`src/common/ctrlPkg.sv`:
```
// Shared control-path definitions
// Field and selector types for the decoder and pipeline stages
// Opcode, memory-access, branch-function and selector encodings
// ALU operation codes and flag bit positions
`default_nettype none

package ctrlPkg;

    typedef logic [2:0] opcodeT;                    // Major opcode
    typedef logic [2:0] funcT;                      // Function field
    typedef logic [1:0] sFieldT;                    // Memory-access selector
    typedef logic [1:0] regSrcT;                    // Register-source select, bit 0 picks PC
    typedef logic [1:0] immSrcT;                    // Immediate-extension select
    typedef logic [2:0] aluCtrlT;                   // ALU operation
    typedef logic [3:0] flagsT;                     // ALU flags, N Z C V

    localparam opcodeT OpArith    = 3'b000;         // Scalar arithmetic and shifts
    localparam opcodeT OpVecArith = 3'b001;         // Vector arithmetic
    localparam opcodeT OpArithImm = 3'b010;         // Scalar immediate arithmetic
    localparam opcodeT OpMem      = 3'b011;         // Scalar load and store
    localparam opcodeT OpVecMgmt  = 3'b100;         // Vector management
    localparam opcodeT OpVecMem   = 3'b101;         // Vector memory access
    localparam opcodeT OpBranch   = 3'b110;         // Branches and jump
    localparam opcodeT OpMgmt     = 3'b111;         // Datapath management

    localparam funcT FnBeq  = 3'b000;               // Branch on equal
    localparam funcT FnBne  = 3'b001;               // Branch on not equal
    localparam funcT FnBlt  = 3'b010;               // Branch on less than
    localparam funcT FnJump = 3'b011;               // Unconditional jump

    // Low two function bits that mark a shift in the arithmetic group
    localparam logic [1:0] FnShiftLow = 2'b11;

    localparam sFieldT SStore = 2'b00;              // str
    localparam sFieldT SLoad  = 2'b01;              // ldr

    localparam regSrcT RegSrcReg = 2'b00;           // Operands from the register file
    localparam regSrcT RegSrcPc  = 2'b01;           // First operand is the PC

    localparam immSrcT ImmPlain = 2'b00;            // Plain immediate
    localparam immSrcT ImmJump  = 2'b01;            // Jump offset
    localparam immSrcT ImmNone  = 2'b10;            // No immediate
    localparam immSrcT ImmShift = 2'b11;            // Shift amount

    // ALU codes used by the decoder, the rest come straight from func
    localparam aluCtrlT AluAdd = 3'b000;
    localparam aluCtrlT AluSub = 3'b001;

    localparam int FlagN = 3;                       // Negative flag position
    localparam int FlagZ = 2;                       // Zero flag position

endpackage

`default_nettype wire
```
`src/common/ctrlBus.sv`:
```
// Decoded control word of one instruction
// decode modport for the decoders, execute modport for the execute stage
`timescale 1ns/100ps
`default_nettype none

interface ctrlBus;
    import ctrlPkg::*;

    logic    valid;                                 // Real instruction present
    logic    branch;                                // Any branch or jump
    logic    jump;                                  // Unconditional form
    logic    regWrite;
    logic    memWrite;
    logic    memToReg;                              // Writeback from memory
    logic    aluSrc;                                // Second operand is the immediate
    aluCtrlT aluCtrl;
    funcT    func;                                  // Kept for branch resolution
    logic    illegal;                               // Undefined encoding

    modport decode (
        output valid, branch, jump, regWrite, memWrite, memToReg,
        output aluSrc, aluCtrl, func, illegal
    );

    modport execute (
        input valid, branch, jump, regWrite, memWrite, memToReg,
        input aluSrc, aluCtrl, func, illegal
    );

endinterface

`default_nettype wire

```
`src/logic/controlUnit.sv`:
```
// Control unit top level
// Decoders, execute stage and memory and writeback stages
// Datapath signals enter and leave as plain ports
`timescale 1ns/100ps
`default_nettype none

module controlUnit (
    input  wire logic             clk,
    input  wire logic             rstN,
    input  wire logic             instrValid,
    input  wire ctrlPkg::opcodeT  opcode,
    input  wire ctrlPkg::sFieldT  s,
    input  wire ctrlPkg::funcT    func,
    input  wire ctrlPkg::flagsT   flags,
    output ctrlPkg::immSrcT       immSrc,
    output ctrlPkg::regSrcT       regSrc,
    output ctrlPkg::aluCtrlT      aluCtrl,
    output logic                  aluSrc,
    output logic                  pcSrc,
    output logic                  illegalInstr,
    output logic                  memWrite,
    output logic                  regWrite,
    output logic                  memToReg
);

    logic aluOp;                                    // Main decoder to ALU decoder
    logic exValid;
    logic exRegWrite;
    logic exMemWrite;
    logic exMemToReg;

    ctrlBus bus ();                                 // Decoded word into execute

    mainDecoder uMainDecoder (
        .opcode     (opcode),
        .s          (s),
        .func       (func),
        .instrValid (instrValid),
        .immSrc     (immSrc),
        .regSrc     (regSrc),
        .aluOp      (aluOp),
        .bus        (bus)
    );

    aluDecoder uAluDecoder (
        .aluOp   (aluOp),
        .branch  (bus.branch),
        .func    (func),
        .aluCtrl (bus.aluCtrl)
    );

    execControl uExecControl (
        .clk (clk), .rstN (rstN), .bus (bus), .flags (flags),
        .aluCtrl (aluCtrl), .aluSrc (aluSrc), .pcSrc (pcSrc),
        .illegalInstr (illegalInstr), .exValid (exValid), .exRegWrite (exRegWrite),
        .exMemWrite (exMemWrite), .exMemToReg (exMemToReg)
    );

    resultControl uResultControl (
        .clk (clk), .rstN (rstN), .exValid (exValid), .exRegWrite (exRegWrite),
        .exMemWrite (exMemWrite), .exMemToReg (exMemToReg),
        .memWrite (memWrite), .regWrite (regWrite), .memToReg (memToReg)
    );

endmodule

`default_nettype wire

```
`src/logic/resultControl.sv`:
```
// Memory and writeback stage control
// Two register stages carry the write enables after execute
`timescale 1ns/100ps
`default_nettype none

module resultControl (
    input  wire logic clk,
    input  wire logic rstN,
    input  wire logic exValid,
    input  wire logic exRegWrite,
    input  wire logic exMemWrite,
    input  wire logic exMemToReg,
    output logic      memWrite,
    output logic      regWrite,
    output logic      memToReg
);

    logic memRegWrite;                              // Enables waiting in memory stage
    logic memMemToReg;

    always_ff @(posedge clk or negedge rstN) begin
        if (!rstN) begin
            memWrite    <= 1'b0;
            memRegWrite <= 1'b0;
            memMemToReg <= 1'b0;
            regWrite    <= 1'b0;
            memToReg    <= 1'b0;
        end else begin
            memWrite    <= exValid && exMemWrite;   // Flushed slots write nothing
            memRegWrite <= exValid && exRegWrite;
            memMemToReg <= exValid && exMemToReg;
            regWrite    <= memRegWrite;             // Writeback stage
            memToReg    <= memMemToReg;
        end
    end

    // Loaded data always lands in the register file
    memToRegWrites: assert property (
        @(posedge clk) disable iff (!rstN) memToReg |-> regWrite
    ) else $error("memToReg without regWrite in writeback");

endmodule

`default_nettype wire

```
`src/logic/execControl.sv`:
```
// Execute stage control
// Decode-to-execute register with flush on a taken branch
// Branch resolution from the ALU flags and the illegal pulse
`timescale 1ns/100ps
`default_nettype none

module execControl (
    input  wire logic           clk,
    input  wire logic           rstN,
    ctrlBus.execute             bus,
    input  wire ctrlPkg::flagsT flags,
    output ctrlPkg::aluCtrlT    aluCtrl,
    output logic                aluSrc,
    output logic                pcSrc,
    output logic                illegalInstr,
    output logic                exValid,
    output logic                exRegWrite,
    output logic                exMemWrite,
    output logic                exMemToReg
);
    import ctrlPkg::*;

    logic branchQ;                                  // Registered branch bit
    logic jumpQ;
    logic illegalQ;
    funcT funcQ;                                    // Selects the branch condition
    logic taken;                                    // Condition met by the flags

    // Younger instruction is dropped when this one redirects the PC
    always_ff @(posedge clk or negedge rstN) begin
        if (!rstN) begin
            exValid <= 1'b0;
        end else begin
            exValid <= bus.valid && !pcSrc;
        end
    end

    always_ff @(posedge clk) begin
        branchQ    <= bus.branch;
        jumpQ      <= bus.jump;
        illegalQ   <= bus.illegal;
        funcQ      <= bus.func;
        aluCtrl    <= bus.aluCtrl;
        aluSrc     <= bus.aluSrc;
        exRegWrite <= bus.regWrite;                 // Gated by exValid downstream
        exMemWrite <= bus.memWrite;
        exMemToReg <= bus.memToReg;
    end

    always_comb begin
        if (jumpQ) begin
            taken = 1'b1;
        end else begin
            case (funcQ)
                FnBeq:   taken = flags[FlagZ];
                FnBne:   taken = !flags[FlagZ];
                FnBlt:   taken = flags[FlagN];      // Sign of a - b
                default: taken = 1'b0;              // Unused branch forms
            endcase
        end
    end

    assign pcSrc        = exValid && branchQ && taken;
    assign illegalInstr = exValid && illegalQ;      // One pulse per illegal instruction

    // Redirect only comes from a valid branch decoded in the cycle before
    pcSrcOnBranch: assert property (
        @(posedge clk) disable iff (!rstN) pcSrc |-> $past(bus.valid && bus.branch)
    ) else $error("pcSrc high without a valid branch decoded the cycle before");

endmodule

`default_nettype wire

```
`src/decode/aluDecoder.sv`:
```
// ALU decoder
// Picks the ALU operation from ALU-op, the branch bit and func
`timescale 1ns/100ps
`default_nettype none

module aluDecoder (
    input  wire logic          aluOp,
    input  wire logic          branch,
    input  wire ctrlPkg::funcT func,
    output ctrlPkg::aluCtrlT   aluCtrl
);
    import ctrlPkg::*;

    always_comb begin
        if (!aluOp) begin
            aluCtrl = AluAdd;                       // Address or jump target
        end else if (branch) begin
            aluCtrl = AluSub;                       // Compare sets the flags
        end else begin
            aluCtrl = aluCtrlT'(func);              // Arithmetic func is the ALU code
        end
    end

endmodule

`default_nettype wire

```
`src/decode/mainDecoder.sv`:
```
// Main decoder of the control path
// Opcode, S and function fields to the control word and the illegal flag
// Vector, management and undefined S encodings write nothing
`timescale 1ns/100ps
`default_nettype none

module mainDecoder (
    input  wire ctrlPkg::opcodeT opcode,
    input  wire ctrlPkg::sFieldT s,
    input  wire ctrlPkg::funcT   func,
    input  wire logic            instrValid,
    output ctrlPkg::immSrcT      immSrc,
    output ctrlPkg::regSrcT      regSrc,
    output logic                 aluOp,
    ctrlBus.decode               bus
);
    import ctrlPkg::*;

    assign bus.valid = instrValid;                  // Level, no handshake
    assign bus.func  = func;                        // Needed again in execute

    always_comb begin
        immSrc       = ImmNone;                     // Safe defaults, nothing written
        regSrc       = RegSrcReg;
        aluOp        = 1'b0;
        bus.branch   = 1'b0;
        bus.jump     = 1'b0;
        bus.regWrite = 1'b0;
        bus.memWrite = 1'b0;
        bus.memToReg = 1'b0;
        bus.aluSrc   = 1'b0;
        bus.illegal  = 1'b0;
        case (opcode)
            OpArith: begin
                bus.regWrite = 1'b1;
                aluOp        = 1'b1;                // Operation from func
                if (func[1:0] == FnShiftLow) begin
                    bus.aluSrc = 1'b1;              // sll and srl take an amount
                    immSrc     = ImmShift;
                end
            end
            OpArithImm: begin
                bus.regWrite = 1'b1;
                aluOp        = 1'b1;
                bus.aluSrc   = 1'b1;
                immSrc       = ImmPlain;
            end
            OpMem: begin
                case (s)
                    SStore: begin
                        bus.memWrite = 1'b1;        // Address is base plus offset
                        bus.aluSrc   = 1'b1;
                        immSrc       = ImmPlain;
                    end
                    SLoad: begin
                        bus.regWrite = 1'b1;
                        bus.memToReg = 1'b1;        // Result comes from memory
                        bus.aluSrc   = 1'b1;
                        immSrc       = ImmPlain;
                    end
                    default: begin
                        bus.illegal = 1'b1;         // S of 10 or 11
                    end
                endcase
            end
            OpBranch: begin
                bus.branch = 1'b1;
                regSrc     = RegSrcPc;
                if (func[1:0] == FnJump[1:0]) begin
                    bus.jump   = 1'b1;              // PC plus offset, add
                    bus.aluSrc = 1'b1;
                    immSrc     = ImmJump;
                end else begin
                    aluOp  = 1'b1;                  // Compare with sub
                    immSrc = ImmPlain;
                end
            end
            OpVecArith, OpVecMgmt, OpVecMem, OpMgmt: begin
                bus.illegal = 1'b1;                 // No vector or management datapath
            end
        endcase
    end

endmodule

`default_nettype wire

```
`config.mk`:
```
export PLATFORM = sky130hd
export DESIGN_NAME = controlUnit
export DESIGN_NICKNAME = d
export VERILOG_FILES = /design/src/common/ctrlPkg.sv /design/src/common/ctrlBus.sv /design/src/logic/controlUnit.sv /design/src/logic/resultControl.sv /design/src/logic/execControl.sv /design/src/decode/aluDecoder.sv /design/src/decode/mainDecoder.sv
export SDC_FILE = /design/constraint.sdc
export NUM_CORES = 1
export LEC_CHECK = 0
export BUFFER_PORTS_ARGS = -buffer_cell sky130_fd_sc_hd__buf_2
export CORE_MARGIN = 2
export CORE_UTILIZATION = 45
export DETAILED_ROUTE_END_ITERATION = 7
export PLACE_DENSITY = 0.73
export SYNTH_ARGS = -nofsm -noshare
export SYNTH_HDL_FRONTEND = slang
export SYNTH_SLANG_ARGS = --single-unit
```
`constraint.sdc`:
```
create_clock -name clk -period 2.87 [get_ports clk]
set_clock_uncertainty 0.2 [all_clocks]
set_input_delay 0.574 -clock clk [delete_from_list [all_inputs] [get_ports clk]]
set_output_delay 0.574 -clock clk [all_outputs]
set_load 0.01 [all_outputs]
```
==> out/qor.txt, run 1 <==
status: finished clean
reg-to-reg endpoint: uExecControl.exValid
DP HPWL: 761.8 µm
Fmax: 470.2 MHz
gr usage total: 0.1299
Ant. Diodes: 0
critical path required time: 2.10 ns
CP Launch Type: flop
# clock sinks: 19
die footprint: 0.001800 mm²
drt pass-1 iters: 4
Rows: 13
initial antenna violation count: 0
min Tclk post-route: 2.127 ns
CP Class: reg2out
Clk Latency, worst-skew pair: 0.29 ns
hold_ws: 0.1602 ns
r2r startpoint: uExecControl.funcQ[1]
area of the core: 0.001334 mm²
register area share after synthesis: 0.6177
DRC Markers: 0
I/O pins: 28
postcts setup bufs: 0
initial drt markers: 3
Area growth, synth to finish: 20.90%
R2R depth: 3
Final GP Congestion: 0.6751
Power Dens Cells: 562.7 mW/mm²
flop and latch count out of synthesis: 19
min-delay src: uResultControl.memMemToReg
TritonCTS clock tree: yes
clk slew on worst S/H paths: 0.10 ns
via density per instance: 4.798
min-delay worst type: reg2reg
YS warnings: 0
H-tree depth: 1
Synth area leader: dfxtp_1
pin count of the biggest net entering global routing: 13
Die Wd: 42.43 µm
grt ovf: 0
Critical Path Sink Type: primary output
final setup margin: 0.7434 ns
Nets: 100
share of Yosys cell area claimed by the top area cell type: 0.3917
Worst EP arrival: 1.35 ns
Leakage: 0.0004007 µW
Final Hold Fails: 0
WL final: 1014 µm
syn avg cell area: 11.07 µm²
Setup-failing EPs final: 0
Crit Path Max Fanout: 2
Final ANT Viol Nets: 0
proportion of layout cells with a drive suffix above 1: 0.3810
RSZ-0062 raised after global routing: no
Initial Util: 0.4981
Fin Setup TNS: 0 ns
pre-CTS WS: 0.7507 ns
Fillers: 129
WL per Instance: 10.24 µm
Synth cell types: 25
CTS Buf Count: 3
Finished Core Util: 0.6023
Clock Tree Buf Depth: 2
synthesized cell area: 664.4 µm²
Hold Path Stages: 0
Post-Synthesis Cells: 60
most frequent cells in the layout: buf_2 (24), dfxtp_1 (13), nand2_1 (6), dfrtp_1 (6)
ranking of synthesized cells by area: dfxtp_1 (39%), dfrtp_1 (23%), and2_1 (3.8%)
number of global-route vias before repair: 395
final period utilization: 0.7410
max-cap violations: 0
Root Buffer: clkbuf_4
commonest non-fill, non-tap cell in the layout: buf_2
# port buffers: 24
Die Ht: 42.43 µm
routed via count: 475
first-pass GRT wire length: 1676 µm
WHS Endpoint: uResultControl.memToReg
Syn Nets: 75
max-slew violations: 0
R2R setup slack: 1.59 ns
Max rail drop VDD: 289.3 µV
[worst max-delay path, cell delays in order (launching register included)]
cell      delay (ns)
dfxtp_1         0.36
mux2_4          0.31
a211oi_2        0.21
nor2_1          0.06
buf_2           0.13
[cell type report]
type	count	area, µm²	share of cell area
tap	15	18.77	0.02336
inverter	2	7.507	0.009346
multi-input combinational	34	210.2	0.2617
sequential	19	410.4	0.5109
clock buffer	4	26.28	0.03271
timing repair buffer	25	130.1	0.1620
[report_power, final]
group / internal, µW / leakage [µW] / switching (µW) / total [µW]
logic: 21.6 / 0.000198 / 24.4 / 46.0
registers: 276 / 0.000188 / 3.98 / 280
clock network: 54.0 / 0.0000150 / 72.3 / 126
total: 351 / 0.000401 / 101 / 452
[synthesized netlist by cell type (all sizes together)]
cell type  number
a211oi          1
a21oi           3
a31o            1
and2            4
and4            1
buf             5
conb            1
dfrtp           6
dfxtp          13
inv             2
mux2            1
nand2           6
nand3           2
nor2            5
nor3            2
nor3b           2
nor4b           1
o21a            1
o21ai           1
o21bai          1
xor2            1
[metrics by stage]
| step | power, µW | cells | area [µm²] |
|---|---|---|---|
| after floorplan | 314.2 | 60 | 664.4 |
| after global placement | 329.9 | 94 | 767.0 |
| after detailed placement | 331.3 | 94 | 767.0 |
| after CTS | 457.2 | 99 | 803.3 |
| after global routing | 476.8 | 99 | 803.3 |
| final | 452.0 | 99 | 803.3 |
[state kept, by name, indices dropped and copies added (netlist names)]
name                        cells
uExecControl.branchQ            1
uExecControl.illegalQ           1
uExecControl.aluSrc             1
uExecControl.exMemToReg         1
uExecControl.jumpQ              1
uExecControl.exValid            1
uResultControl.memRegWrite      1
uResultControl.memToReg         1
uExecControl.exMemWrite         1
uResultControl.memMemToReg      1
uResultControl.memWrite         1
uExecControl.aluCtrl            3
uResultControl.regWrite         1
uExecControl.exRegWrite         1
uExecControl.funcQ              3
[metal layers]
| metal | up-vias | part of all wire | global-route usage |
|---|---|---|---|
| met5 | - | 0 | 0 |
| met4 | 0 | 0.012 | 0.1125 |
| met3 | 2 | 0.070 | 0.04310 |
| met2 | 20 | 0.49 | 0.1846 |
| met1 | 212 | 0.43 | 0.1545 |
| li1 | 241 | - | - |
[worst max-delay path by stage]
stage,from,to,cells past startpoint
2_1_floorplan,flags[2],pcSrc,3
3_3_place_gp,flags[2],pcSrc,5
3_5_place_dp,flags[2],pcSrc,5
4_1_cts,uExecControl.funcQ[1],pcSrc,4
5_1_grt,uExecControl.funcQ[1],pcSrc,4
6_report,uExecControl.funcQ[1],pcSrc,4
[repair_timing]
action | in CTS | in global routing
endpoints found under the setup margin | 0 | 0
hold buffers | 1 | 0
endpoints found under the hold margin | 6 | 0
gates resized for setup | 0 | 0
[cell families after synthesis]
logic type	after synthesis	synth area share
and+or+nand+nor	23	0.1902
buffers and inverters	7	0.06591
other	1	0.005644
muxes	1	0.02259
DFF	19	0.6177
AOI/OAI and AO/OA	8	0.08474
xor gates and xnor gates	1	0.01319
Note: power is estimated with default switching activity, not from simulation.
==> run 2, diff against run 1 <==
--- a/config.mk
+++ b/config.mk
@@ -7,9 +7,9 @@
 export LEC_CHECK = 0
 export BUFFER_PORTS_ARGS = -buffer_cell sky130_fd_sc_hd__buf_2
 export CORE_MARGIN = 2
-export CORE_UTILIZATION = 45
+export CORE_UTILIZATION = 40
 export DETAILED_ROUTE_END_ITERATION = 7
-export PLACE_DENSITY = 0.73
+export PLACE_DENSITY = 0.68
 export SYNTH_ARGS = -nofsm -noshare
 export SYNTH_HDL_FRONTEND = slang
 export SYNTH_SLANG_ARGS = --single-unit
==> constraint.sdc (replaced) <==
create_clock -name clk -period 1.9 [get_ports clk]
set_clock_uncertainty 0.2 [all_clocks]
set_input_delay 0.38 -clock clk [delete_from_list [all_inputs] [get_ports clk]]
set_output_delay 0.38 -clock clk [all_outputs]
set_load 0.01 [all_outputs]
==> run 2 against run 1 <==
Final cell count up 2.0%. Largest power group unchanged. Sequential cell count unchanged. Worst hold slack got worse by 0.14 ns. Global-route usage down 1.8 points. The run now ends with negative setup slack left. Die area grew 11%. Wire length rose by 1.9%. Setup slack got worse by 0.78 ns. Non-clock buffer count is 1 higher. Sequential power rose by 51%. Combinational power up 61%. Count of clock-buffer cells in the layout stayed put.
==> out/qor.txt, run 2 (synthesis gave the netlist of run 1 again) <==
status: finished with violations
failing checks: negative setup slack
Final ANT Viol Nets: 0
critical path required time: 1.32 ns
area of the core: 0.001524 mm²
gr usage total: 0.1117
TritonCTS clock tree: yes
Crit Path Max Fanout: 2
Fin Setup TNS: -0.03872 ns
CP Class: reg2out
initial antenna violation count: 0
WL final: 1033 µm
Rows: 14
initial drt markers: 2
reg-to-reg endpoint: uExecControl.exValid
I/O pins: 28
Area growth, synth to finish: 24.86%
Final Hold Fails: 0
max-cap violations: 0
WHS Endpoint: uExecControl.funcQ[1]
RSZ-0062 raised after global routing: yes
# port buffers: 24
Largest regs: uExecControl.aluCtrl (3), uExecControl.funcQ (3)
R2R setup slack: 0.64 ns
Max rail drop VDD: 492.8 µV
Hold Path Stages: 1
CTS Buf Count: 3
drt pass-1 iters: 2
Die Wd: 44.76 µm
H-tree depth: 1
Ant. Diodes: 0
Final GP Congestion: 0.6971
Clock Tree Buf Depth: 2
clk slew on worst S/H paths: 0.10 ns
commonest non-fill, non-tap cell in the layout: buf_2
R2R depth: 3
Leakage: 0.0004090 µW
r2r startpoint: uExecControl.funcQ[2]
Clk Latency, worst-skew pair: 0.28 ns
min-delay worst type: in2reg
routed via count: 465
Finished Core Util: 0.5443
min Tclk post-route: 1.939 ns
via density per instance: 4.604
WL per Instance: 10.23 µm
proportion of layout cells with a drive suffix above 1: 0.4000
DP HPWL: 751 µm
number of global-route vias before repair: 392
die footprint: 0.002003 mm²
Post-Place Cell Area: 768.2 µm²
Initial Util: 0.4360
Power Dens Cells: 829.8 mW/mm²
Worst EP arrival: 1.36 ns
DRC Markers: 0
Fillers: 147
dpl cells: 95
Finished Layout Cells: 101
CP Launch Type: flop
pin count of the biggest net entering global routing: 13
Critical Path Sink Type: primary output
Nets: 101
first-pass GRT wire length: 1559 µm
Die Ht: 44.76 µm
min-delay src: func[1]
max-slew violations: 0
final setup margin: -0.03872 ns
Root Buffer: clkbuf_4
grt ovf: 0
# clock sinks: 19
Setup-failing EPs final: 1
final period utilization: 1.020
Final Instance Area: 829.5 µm²
Fmax: 515.8 MHz
most frequent cells in the layout: buf_2 (24), dfxtp_1 (12), nand2_1 (6), dfrtp_1 (6)
## run 2: worst max path at each step
stage                                      from    end  slack, ns
after floorplan                        flags[2]  pcSrc       0.39
final                     uExecControl.funcQ[1]  pcSrc      -0.04
after global placement                 flags[2]  pcSrc       0.17
after detailed placement               flags[2]  pcSrc       0.16
after CTS                 uExecControl.funcQ[1]  pcSrc      -0.03
after global routing      uExecControl.funcQ[1]  pcSrc      -0.08
## run 2: what timing repair did
item / CTS / global route
gates resized for setup: 1 / 2
buffers inserted: 0 / 0
setup endpoints to repair: 1 / 1
pin swaps: 0 / 0
hold buffers: 1 / 1
hold endpoints to repair: 6 / 1
## run 2: metal layers
| metal | track usage | vias to the layer above | share of wire |
|---|---|---|---|
| li1 | - | 242 | - |
| met1 | 0.1292 | 203 | 0.45 |
| met2 | 0.1768 | 18 | 0.47 |
| met3 | 0.02400 | 2 | 0.061 |
| met4 | 0.09091 | 0 | 0.018 |
| met5 | 0 | - | 0 |
## run 2: through the flow
stage	power [µW]	setup WS (ns)	hold WS [ns]
after floorplan	474.6	0.3935	-0.1156
after global placement	498.7	0.1717	0.003942
after detailed placement	500.2	0.1604	0.004830
after CTS	693.6	-0.03072	0.002124
after global routing	719.0	-0.08417	0.009057
final	688.4	-0.03872	0.01847
## run 2: power by group
part	switching (µW)	internal [µW]	leakage, µW	total, µW
Sequential	6.30	417	0.000188	423
Combinational	38.7	35.5	0.000206	74.2
Clock	110	81.5	0.0000150	191
Total	155	534	0.000409	688
## run 2: layout make-up
class	instances	area, µm²	area share
inverter	2	7.507	0.009050
timing repair buffer	26	140.1	0.1689
sequential	19	411.6	0.4962
tap	16	20.02	0.02413
clock buffer	4	26.28	0.03167
multi-input combinational	34	224.0	0.2700
## run 2: worst max-delay path, cell delays in order, from the launching register on
cell      delay [ns]
dfxtp_2         0.36
mux2_4          0.31
a211oi_4        0.21
nor2_1          0.06
buf_2           0.14
